`src/pipeline_pkg.sv`:
```
package pipeline_pkg;

	localparam int data_width     = 32;
	localparam int reg_addr_width = 5;

	// opcodes
	localparam logic [5:0] op_rtype = 6'h00;
	localparam logic [5:0] op_j     = 6'h02;
	localparam logic [5:0] op_beq   = 6'h04;
	localparam logic [5:0] op_bne   = 6'h05;
	localparam logic [5:0] op_addi  = 6'h08;
	localparam logic [5:0] op_andi  = 6'h0c;
	localparam logic [5:0] op_lw    = 6'h23;
	localparam logic [5:0] op_sw    = 6'h2b;

	// r-type function codes
	localparam logic [5:0] fn_add = 6'h20;
	localparam logic [5:0] fn_sub = 6'h22;
	localparam logic [5:0] fn_and = 6'h24;
	localparam logic [5:0] fn_or  = 6'h25;
	localparam logic [5:0] fn_slt = 6'h2a;

	typedef logic [data_width-1:0]     word_t;
	typedef logic [reg_addr_width-1:0] reg_addr_t;

	typedef struct packed {
		logic [5:0] op;
		reg_addr_t  rs;
		reg_addr_t  rt;
		reg_addr_t  rd;
		logic [4:0] shamt;
		logic [5:0] funct;
	} r_fmt_t;

	typedef struct packed {
		logic [5:0]  op;
		reg_addr_t   rs;
		reg_addr_t   rt;
		logic [15:0] imm;
	} i_fmt_t;

	typedef struct packed {
		logic [5:0]  op;
		logic [25:0] target;
	} j_fmt_t;

	// one instruction word, three ways to read it
	typedef union packed {
		r_fmt_t r_fmt;
		i_fmt_t i_fmt;
		j_fmt_t j_fmt;
	} instr_t;

	typedef enum logic [2:0] {
		mem_addr, compare, rtype, add_imm, and_imm
	} alu_class_t;

	typedef enum logic [2:0] {
		alu_add, alu_sub, alu_and, alu_or, alu_slt
	} alu_op_t;

	typedef enum logic [1:0] {
		from_reg, from_wb, from_mem
	} fwd_sel_t;

	typedef struct packed {
		logic       jump;
		logic       branch_eq;
		logic       branch_ne;
		logic       mem_read;
		logic       mem_write;
		logic       mem_to_reg;
		logic       reg_write;
		logic       reg_dst; // 1 = rd, 0 = rt
		logic       alu_src; // 1 = immediate
		alu_class_t alu_class;
	} ctrl_t;

	typedef struct packed {
		word_t  pc_plus4;
		instr_t instr;
	} if_id_t;

	typedef struct packed {
		ctrl_t     ctrl;
		word_t     pc_plus4;
		word_t     jump_target;
		word_t     rs_data;
		word_t     rt_data;
		word_t     imm_ext; // low six bits double as funct
		reg_addr_t rs;
		reg_addr_t rt;
		reg_addr_t rd;
	} id_ex_t;

	typedef struct packed {
		ctrl_t     ctrl;
		word_t     jump_target;
		word_t     branch_target;
		logic      zero;
		word_t     alu_result;
		word_t     store_data;
		reg_addr_t wr_addr;
	} ex_mem_t;

	typedef struct packed {
		logic      reg_write;
		logic      mem_to_reg;
		word_t     load_data;
		word_t     alu_result;
		reg_addr_t wr_addr;
	} mem_wb_t;

	typedef struct packed {
		logic  taken;
		word_t target;
	} redirect_t;

	typedef struct packed {
		word_t addr;
		word_t wdata;
		logic  write;
		logic  read;
	} dmem_req_t;

	typedef struct packed {
		logic      reg_write;
		reg_addr_t wr_addr;
		word_t     data;
	} wb_t;

endpackage
```
`src/cpu_top.sv`:
```
`timescale 1ns/1ps

module cpu_top (
	input  logic                    clk,
	input  logic                    reset,
	output pipeline_pkg::word_t     imem_addr,
	input  pipeline_pkg::instr_t    imem_data,
	output pipeline_pkg::dmem_req_t dmem_req,
	input  pipeline_pkg::word_t     dmem_rdata
);

	pipeline_pkg::if_id_t    if_id;
	pipeline_pkg::id_ex_t    id_ex;
	pipeline_pkg::ex_mem_t   ex_mem;
	pipeline_pkg::redirect_t redirect;
	pipeline_pkg::wb_t       wb;
	pipeline_pkg::reg_addr_t rs;
	pipeline_pkg::reg_addr_t rt;
	pipeline_pkg::word_t     rs_data;
	pipeline_pkg::word_t     rt_data;
	logic                    stall;

	fetch_stage u_fetch (.clk(clk), .reset(reset), .stall(stall), .redirect(redirect),
		.imem_data(imem_data), .imem_addr(imem_addr), .if_id(if_id));

	decode_stage u_decode (.clk(clk), .reset(reset), .if_id(if_id), .stall(stall),
		.redirect(redirect), .rs_data(rs_data), .rt_data(rt_data), .rs(rs), .rt(rt),
		.id_ex(id_ex));

	reg_file u_reg_file (.clk(clk), .reset(reset), .rs(rs), .rt(rt), .rs_data(rs_data),
		.rt_data(rt_data), .wb(wb));

	hazard_unit u_hazard (.if_id(if_id), .id_ex(id_ex), .ex_mem(ex_mem), .stall(stall));

	execute_stage u_execute (.clk(clk), .reset(reset), .id_ex(id_ex), .wb(wb),
		.redirect(redirect), .ex_mem(ex_mem));

	// MEM/WB stays internal, only its writeback view leaves the stage
	memory_stage u_memory (.clk(clk), .reset(reset), .ex_mem(ex_mem), .dmem_rdata(dmem_rdata),
		.dmem_req(dmem_req), .redirect(redirect), .mem_wb(), .wb(wb));

endmodule

```
`src/memory_stage.sv`:
```
`timescale 1ns/1ps

module memory_stage (
	input  logic                    clk,
	input  logic                    reset,
	input  pipeline_pkg::ex_mem_t   ex_mem,
	input  pipeline_pkg::word_t     dmem_rdata,
	output pipeline_pkg::dmem_req_t dmem_req,
	output pipeline_pkg::redirect_t redirect,
	output pipeline_pkg::mem_wb_t   mem_wb,
	output pipeline_pkg::wb_t       wb
);

	logic branch_taken;

	assign branch_taken = (ex_mem.ctrl.branch_eq && ex_mem.zero) ||
		(ex_mem.ctrl.branch_ne && !ex_mem.zero);

	assign redirect.taken  = ex_mem.ctrl.jump || branch_taken;
	assign redirect.target = ex_mem.ctrl.jump ? ex_mem.jump_target : ex_mem.branch_target;

	// data port, answered in the same cycle
	assign dmem_req.addr  = ex_mem.alu_result;
	assign dmem_req.wdata = ex_mem.store_data;
	assign dmem_req.write = ex_mem.ctrl.mem_write;
	assign dmem_req.read  = ex_mem.ctrl.mem_read;

	always_ff @(posedge clk or posedge reset)
	begin
		if (reset)
			mem_wb <= '0;
		else
		begin
			mem_wb.reg_write  <= ex_mem.ctrl.reg_write;
			mem_wb.mem_to_reg <= ex_mem.ctrl.mem_to_reg;
			mem_wb.load_data  <= dmem_rdata;
			mem_wb.alu_result <= ex_mem.alu_result;
			mem_wb.wr_addr    <= ex_mem.wr_addr;
		end
	end

	// writeback select
	assign wb.reg_write = mem_wb.reg_write;
	assign wb.wr_addr   = mem_wb.wr_addr;
	assign wb.data      = mem_wb.mem_to_reg ? mem_wb.load_data : mem_wb.alu_result;

endmodule

```
`src/execute_stage.sv`:
```
`timescale 1ns/1ps

module execute_stage (
	input  logic                    clk,
	input  logic                    reset,
	input  pipeline_pkg::id_ex_t    id_ex,
	input  pipeline_pkg::wb_t       wb,
	input  pipeline_pkg::redirect_t redirect,
	output pipeline_pkg::ex_mem_t   ex_mem
);

	pipeline_pkg::word_t     op_a;
	pipeline_pkg::word_t     rt_fwd;
	pipeline_pkg::word_t     op_b;
	pipeline_pkg::word_t     result;
	pipeline_pkg::alu_op_t   alu_op;
	pipeline_pkg::ex_mem_t   ex_mem_next;

	// EX/MEM has priority over writeback
	function automatic pipeline_pkg::fwd_sel_t fwd_select(input pipeline_pkg::reg_addr_t src);
		if (ex_mem.ctrl.reg_write && ex_mem.wr_addr != '0 && ex_mem.wr_addr == src)
			return pipeline_pkg::from_mem;
		if (wb.reg_write && wb.wr_addr != '0 && wb.wr_addr == src)
			return pipeline_pkg::from_wb;
		return pipeline_pkg::from_reg;
	endfunction

	function automatic pipeline_pkg::word_t operand(input pipeline_pkg::reg_addr_t src,
			input pipeline_pkg::word_t reg_val);
		case (fwd_select(src))
			pipeline_pkg::from_mem: return ex_mem.alu_result;
			pipeline_pkg::from_wb:  return wb.data;
			default:                return reg_val;
		endcase
	endfunction

	assign op_a   = operand(id_ex.rs, id_ex.rs_data);
	assign rt_fwd = operand(id_ex.rt, id_ex.rt_data);
	assign op_b   = id_ex.ctrl.alu_src ? id_ex.imm_ext : rt_fwd;

	// alu control
	always_comb
	begin
		case (id_ex.ctrl.alu_class)
			pipeline_pkg::compare: alu_op = pipeline_pkg::alu_sub;
			pipeline_pkg::and_imm: alu_op = pipeline_pkg::alu_and;
			pipeline_pkg::rtype:
				case (id_ex.imm_ext[5:0])
					pipeline_pkg::fn_sub: alu_op = pipeline_pkg::alu_sub;
					pipeline_pkg::fn_and: alu_op = pipeline_pkg::alu_and;
					pipeline_pkg::fn_or:  alu_op = pipeline_pkg::alu_or;
					pipeline_pkg::fn_slt: alu_op = pipeline_pkg::alu_slt;
					default:              alu_op = pipeline_pkg::alu_add; // fn_add too
				endcase
			default: alu_op = pipeline_pkg::alu_add; // address calc, addi
		endcase
	end

	always_comb
	begin
		case (alu_op)
			pipeline_pkg::alu_sub: result = op_a - op_b;
			pipeline_pkg::alu_and: result = op_a & op_b;
			pipeline_pkg::alu_or:  result = op_a | op_b;
			pipeline_pkg::alu_slt: result = {31'b0, $signed(op_a) < $signed(op_b)};
			default:               result = op_a + op_b;
		endcase
	end

	always_comb
	begin
		ex_mem_next.ctrl          = id_ex.ctrl;
		ex_mem_next.jump_target   = id_ex.jump_target;
		ex_mem_next.branch_target = id_ex.pc_plus4 + {id_ex.imm_ext[29:0], 2'b00};
		ex_mem_next.zero          = (result == '0);
		ex_mem_next.alu_result    = result;
		ex_mem_next.store_data    = rt_fwd;
		ex_mem_next.wr_addr       = id_ex.ctrl.reg_dst ? id_ex.rd : id_ex.rt;
	end

	always_ff @(posedge clk or posedge reset)
	begin
		if (reset)
			ex_mem <= '0;
		else if (redirect.taken)
			ex_mem <= '0;
		else
			ex_mem <= ex_mem_next;
	end

endmodule

```
`src/hazard_unit.sv`:
```
`timescale 1ns/1ps

module hazard_unit (
	input  pipeline_pkg::if_id_t  if_id,
	input  pipeline_pkg::id_ex_t  id_ex,
	input  pipeline_pkg::ex_mem_t ex_mem,
	output logic                  stall
);

	pipeline_pkg::reg_addr_t rs;
	pipeline_pkg::reg_addr_t rt;
	logic                    is_store;
	logic                    store_after_load;
	logic                    store_after_load2;
	logic                    load_use;

	assign rs       = if_id.instr.i_fmt.rs;
	assign rt       = if_id.instr.i_fmt.rt;
	assign is_store = (if_id.instr.i_fmt.op == pipeline_pkg::op_sw);

	assign store_after_load  = is_store && id_ex.ctrl.mem_read && (rt == id_ex.rt);
	assign store_after_load2 = is_store && ex_mem.ctrl.mem_read && (rt == ex_mem.wr_addr);
	assign load_use = id_ex.ctrl.mem_read && ((rs == id_ex.rt) || (rt == id_ex.rt));

	assign stall = store_after_load || store_after_load2 || load_use;

endmodule

```
`src/reg_file.sv`:
```
`timescale 1ns/1ps

module reg_file (
	input  logic                    clk,
	input  logic                    reset,
	input  pipeline_pkg::reg_addr_t rs,
	input  pipeline_pkg::reg_addr_t rt,
	output pipeline_pkg::word_t     rs_data,
	output pipeline_pkg::word_t     rt_data,
	input  pipeline_pkg::wb_t       wb
);

	pipeline_pkg::word_t regs [32];

	function automatic pipeline_pkg::word_t read_port(input pipeline_pkg::reg_addr_t addr);
		if (addr == '0)
			return '0;
		if (wb.reg_write && wb.wr_addr == addr)
			return wb.data; // same-cycle write bypass
		return regs[addr];
	endfunction

	assign rs_data = read_port(rs);
	assign rt_data = read_port(rt);

	always_ff @(posedge clk or posedge reset)
	begin
		if (reset)
		begin
			for (int i = 0; i < 32; i++)
				regs[i] <= '0;
		end
		else if (wb.reg_write && wb.wr_addr != '0)
			regs[wb.wr_addr] <= wb.data;
	end

endmodule

```
`src/decode_stage.sv`:
```
`timescale 1ns/1ps

module decode_stage (
	input  logic                    clk,
	input  logic                    reset,
	input  pipeline_pkg::if_id_t    if_id,
	input  logic                    stall,
	input  pipeline_pkg::redirect_t redirect,
	input  pipeline_pkg::word_t     rs_data,
	input  pipeline_pkg::word_t     rt_data,
	output pipeline_pkg::reg_addr_t rs,
	output pipeline_pkg::reg_addr_t rt,
	output pipeline_pkg::id_ex_t    id_ex
);

	pipeline_pkg::ctrl_t  ctrl;
	pipeline_pkg::id_ex_t id_ex_next;
	logic [5:0]           op;

	assign op = if_id.instr.i_fmt.op;
	assign rs = if_id.instr.i_fmt.rs;
	assign rt = if_id.instr.i_fmt.rt;

	// main control
	always_comb
	begin
		ctrl = '0;
		case (op)
			pipeline_pkg::op_lw:
			begin
				ctrl.mem_read   = 1'b1;
				ctrl.mem_to_reg = 1'b1;
				ctrl.reg_write  = 1'b1;
				ctrl.alu_src    = 1'b1;
				ctrl.alu_class  = pipeline_pkg::mem_addr;
			end
			pipeline_pkg::op_sw:
			begin
				ctrl.mem_write = 1'b1;
				ctrl.alu_src   = 1'b1;
				ctrl.alu_class = pipeline_pkg::mem_addr;
			end
			pipeline_pkg::op_beq:
			begin
				ctrl.branch_eq = 1'b1;
				ctrl.alu_class = pipeline_pkg::compare;
			end
			pipeline_pkg::op_bne:
			begin
				ctrl.branch_ne = 1'b1;
				ctrl.alu_class = pipeline_pkg::compare;
			end
			pipeline_pkg::op_addi:
			begin
				ctrl.reg_write = 1'b1;
				ctrl.alu_src   = 1'b1;
				ctrl.alu_class = pipeline_pkg::add_imm;
			end
			pipeline_pkg::op_andi:
			begin
				ctrl.reg_write = 1'b1;
				ctrl.alu_src   = 1'b1;
				ctrl.alu_class = pipeline_pkg::and_imm;
			end
			pipeline_pkg::op_j: ctrl.jump = 1'b1;
			default: // op_rtype and anything unknown
			begin
				ctrl.reg_write = 1'b1;
				ctrl.reg_dst   = 1'b1;
				ctrl.alu_class = pipeline_pkg::rtype;
			end
		endcase
	end

	always_comb
	begin
		id_ex_next.ctrl        = ctrl;
		id_ex_next.pc_plus4    = if_id.pc_plus4;
		id_ex_next.jump_target = {if_id.pc_plus4[31:28], if_id.instr.j_fmt.target, 2'b00};
		id_ex_next.rs_data     = rs_data;
		id_ex_next.rt_data     = rt_data;
		id_ex_next.imm_ext     = {{16{if_id.instr.i_fmt.imm[15]}}, if_id.instr.i_fmt.imm};
		id_ex_next.rs          = rs;
		id_ex_next.rt          = rt;
		id_ex_next.rd          = if_id.instr.r_fmt.rd;
	end

	always_ff @(posedge clk or posedge reset)
	begin
		if (reset)
			id_ex <= '0;
		else if (redirect.taken || stall)
			id_ex <= '0; // bubble
		else
			id_ex <= id_ex_next;
	end

endmodule

```
`src/fetch_stage.sv`:
```
`timescale 1ns/1ps

module fetch_stage (
	input  logic                   clk,
	input  logic                   reset,
	input  logic                   stall,
	input  pipeline_pkg::redirect_t redirect,
	input  pipeline_pkg::instr_t    imem_data,
	output pipeline_pkg::word_t     imem_addr,
	output pipeline_pkg::if_id_t    if_id
);

	pipeline_pkg::word_t pc;
	pipeline_pkg::word_t pc_plus4;

	assign pc_plus4  = pc + 32'd4;
	assign imem_addr = pc;

	always_ff @(posedge clk or posedge reset)
	begin
		if (reset)
		begin
			pc    <= '0;
			if_id <= '0;
		end
		else if (redirect.taken) // redirect wins over a stall
		begin
			pc    <= redirect.target;
			if_id <= '0;
		end
		else if (!stall)
		begin
			pc             <= pc_plus4;
			if_id.pc_plus4 <= pc_plus4;
			if_id.instr    <= imem_data;
		end
	end

endmodule

```
`config.mk`:
```
export PLATFORM = sky130hd
export DESIGN_NAME = cpu_top
export DESIGN_NICKNAME = d
export VERILOG_FILES = /design/src/pipeline_pkg.sv /design/src/cpu_top.sv /design/src/memory_stage.sv /design/src/execute_stage.sv /design/src/hazard_unit.sv /design/src/reg_file.sv /design/src/decode_stage.sv /design/src/fetch_stage.sv
export SDC_FILE = /design/constraint.sdc
export NUM_CORES = 2
export LEC_CHECK = 0
export ABC_AREA = 1
export BUFFER_PORTS_ARGS = -buffer_cell sky130_fd_sc_hd__clkbuf_2
export CORE_MARGIN = 4
export CORE_UTILIZATION = 45
export DETAILED_ROUTE_END_ITERATION = 10
export PLACE_DENSITY_LB_ADDON = 0.1
export SYNTH_ARGS = -nofsm -noshare
export SYNTH_HDL_FRONTEND = slang
export SYNTH_HIERARCHICAL = 1
export SYNTH_SLANG_ARGS = --single-unit
```
`constraint.sdc`:
```
create_clock -name clk -period 35.2 [get_ports clk]
set_clock_uncertainty 0.2 [all_clocks]
set_input_delay 1.76 -clock clk [delete_from_list [all_inputs] [get_ports clk]]
set_output_delay 1.76 -clock clk [all_outputs]
set_load 0.005 [all_outputs]
```
==> summary.txt <==
Finish
  – Area of the multi-input gates: about 40000 um2
  – Commonest non-fill, non-tap cells in the layout: nand2_1 (3743), nand3_1 (1656), inv_1 (1545)
  – Core Util, Final: around 49%
  – Layout overhead on the synthesized area: 7.42%
  – Ratio of cells with drive above 1 in the final layout: 7.05%
  – Fill cells: roughly 19000
  – Layout net count: around 12000
  – Register area: between 30000 and 40000 um2
  – Commonest non-fill, non-tap cell in the layout: nand2_1

Routing
  – DRC violations left: 0
  – Metal3 WL: between 30000 and 40000 um
  – Routed vias: around 84000
  – Drt total wl: between 300000 and 400000 um
  – Iteration-0 DRC Markers: between 10000 and 15000
  – WL/cell: 24.2 um
  – Met2 routed WL: approximately 150000 um
  – Top Metal Used: met5
  – Routed Antenna Nets: 0
  – First-pass DRT Iterations: 8
  – Wl on met1: approximately 150000 um
  – Routed vias/inst: around 5.7

CTS
  – Cts bufs inserted: 171
  – Clock-pin slew on the worst setup and hold paths: ~0.06 ns
  – H-tree levels: 4
  – Clock buffer depth: 3
  – # resized after CTS: 0
  – TritonCTS clock tree: built
  – Postcts setup bufs: 0
  – Root Driver: clkbuf_16
  – Clock Sinks: roughly 1500
  – Clk_lat worst skew: approximately 0.84 ns
  – CTS Hold Buffers Added: 0

Synthesis
  – Syn Inst Count: 12500
  – Synth Area per Inst: ~7 um2
  – Warnings, synthesis: 6
  – Synthesized area: between 80000 and 90000 um2

Floorplanning
  – Die Wd: 448 um
  – Starting density of the core: approximately 45%
  – I/O pins: approximately 160
  – Die area: 201000 um2
  – Placeable core area: 192000 um2
  – Rows: 161
  – Die Height: ~450 um

Power
  – P_leak: around 0.047 uW
  – PD cells: 83.0 nW/um2
  – Maximum VDD drop: about 54 uV

Worst setup path
  – Slowest cell delay on critical path: between 0.7 and 0.8 ns
  – Critical path's most frequent cell: nand2_1
  – Worst Path Buf+Inv: 1
  – CP Data Arrival Time: 6.87 ns
  – CP Class: flop to flop
  – CP Launch Type: flop
  – Reg2reg setup slack: ~29 ns
  – CP cell instances: or2_1, o41ai_2, nor4_1, nand2_1, inv_2, nor2_4, nand2_1, o211ai_1, o21ai_1, ha_1, a21oi_1, nand2_1, nand2_1, nand3_1, nand2_1, nand2_1, nand2_1, o21ai_1, xor2_1, a21oi_1, nand3_1, nor3_2
  – R2R Path End: u_execute/ex_mem[69]$_DFF_PP0_
  – R2r worst-path depth: 22
  – Crit-path max FO: 32
  – Critical R2R Launch: u_execute/ex_mem[0]$_DFF_PP0_
  – Cell at the slowest stage of the critical path: nor2_4
  – Crit path required time: about 36 ns
  – CP top delay family: simple AND/OR/NAND/NOR gates
  – Crit. End Element: flop

Global route
  – Grt ovf: 0
  – Initial antenna violation count: 13
  – Global-route wire length before repair: approximately 520000 um
  – Vias in the first global route: ~80000
  – GRT Util Overall: about a third
  – Largest net degree at the start of global routing: between 200 and 250

STA
  – Period minus WS final: between 6 and 7 ns
  – Slew Limit Fails: 3
  – Fmax: approximately 0.16 GHz
  – Worst relative slew slack: -0.879%
  – Final period util: 17.9%
  – Final Hold Viols: 0
  – Measured slew at the worst slew-check pin: 1.50 ns
  – TNS Setup: 0 ns
  – RSZ-0062 raised after global routing: false
  – Final setup violation count: 0

Status
  – Violated checks: max-capacitance violations, max-slew violations
  – Status: complete, but fails checks

Place
  – IO buf count: 163
  – Post-DP HPWL: 211000 um
  – Final Wtd Congestion: about 0.95

Worst hold path
  – Hold endpoint: u_memory/mem_wb[69]$_DFF_PP0_
  – HP Start: u_execute/ex_mem[140]$_DFF_PP0_
  – Hold path cells: 0
  – Hold Path Class: flop to flop

Flow run
  – Max Cap Viol: 1
[where the power goes]
| group | switching, uW | leakage (uW) | total [uW] | internal, uW |
|---|---|---|---|---|
| clock network | 766 | 0.00288 | 1860 | 1090 |
| registers | 458 | 0.0184 | 2820 | 2370 |
| logic | 2140 | 0.0261 | 3080 | 943 |
[area by class of cell]
class / instances / share of cell area (%)
Multi-Input combinational cell: 8462 / 42.6
Sequential cell: 1465 / 39.2
Inverter: 1584 / 6.43
Clock buffer: 255 / 5.42
Tap cell: 2526 / 3.38
Timing Repair Buffer: 304 / 2.12
Clock inverter: 61 / 0.831
Antenna cell: 7 / 0.0187
[stage by stage]
| step | power [uW] | hold WS, ns | instance area, um2 | setup slack (ns) | instances |
|---|---|---|---|---|---|
| after global routing | 8310 | 0.171 | 93500 | 28.46 | 14700 |
| final | 7760 | 0.171 | 93500 | 28.90 | 14700 |
| after floorplan | 4850 | 0.131 | 87100 | 4.42 | 12500 |
| after CTS | 7730 | 0.172 | 93500 | 29.12 | 14700 |
| after detailed placement | 5840 | 0.162 | 87600 | 29.13 | 14300 |
| after global placement | 5790 | 0.165 | 87600 | 29.27 | 14300 |
[metal layers]
metal / global-route usage, % / vias up
met4: 17.0 / 8
met2: 52.5 / 4362
li1: - / 38500
met1: 47.8 / 40100
met3: 7.13 / 888
met5: 0 / -
[how the worst max path moves through the flow]
| stage | from | to | depth (start not counted) |
|---|---|---|---|
| floorplan | reset | u_reg_file/regs[0]$_DFFE_PP0P_ | 1 |
| global placement | u_execute/ex_mem[0]$_DFF_PP0_ | u_execute/ex_mem[69]$_DFF_PP0_ | 22 |
| detailed placement | u_execute/ex_mem[0]$_DFF_PP0_ | u_execute/ex_mem[69]$_DFF_PP0_ | 22 |
| CTS | u_execute/ex_mem[0]$_DFF_PP0_ | u_execute/ex_mem[69]$_DFF_PP0_ | 22 |
| global route | u_execute/ex_mem[0]$_DFF_PP0_ | u_execute/ex_mem[69]$_DFF_PP0_ | 24 |
| finish | u_execute/ex_mem[0]$_DFF_PP0_ | u_execute/ex_mem[69]$_DFF_PP0_ | 22 |
[registers in the layout (all words and copies together) (netlist names)]
register	count
u_fetch/imem_addr	32
u_execute/ex_mem	141
u_decode/id_ex	133
u_memory/mem_wb	71
u_reg_file/regs	1024
u_fetch/if_id	64
[worst register-to-register path, cell delays in order, from the launching register on]
cell and delay, ns:
dfrtp_1 0.44, or2_1 0.28, o41ai_2 0.25, nor4_1 0.12, nand2_1 0.67, inv_2 0.34, nor2_4 0.76, nand2_1 0.11
o211ai_1 0.17, o21ai_1 0.12, ha_1 0.52, a21oi_1 0.34, nand2_1 0.23, nand2_1 0.10, nand3_1 0.20, nand2_1 0.15
nand2_1 0.08, nand2_1 0.15, o21ai_1 0.12, xor2_1 0.16, a21oi_1 0.32, nand3_1 0.21, nor3_2 0.21
Note: power is estimated with default switching activity, not from simulation.
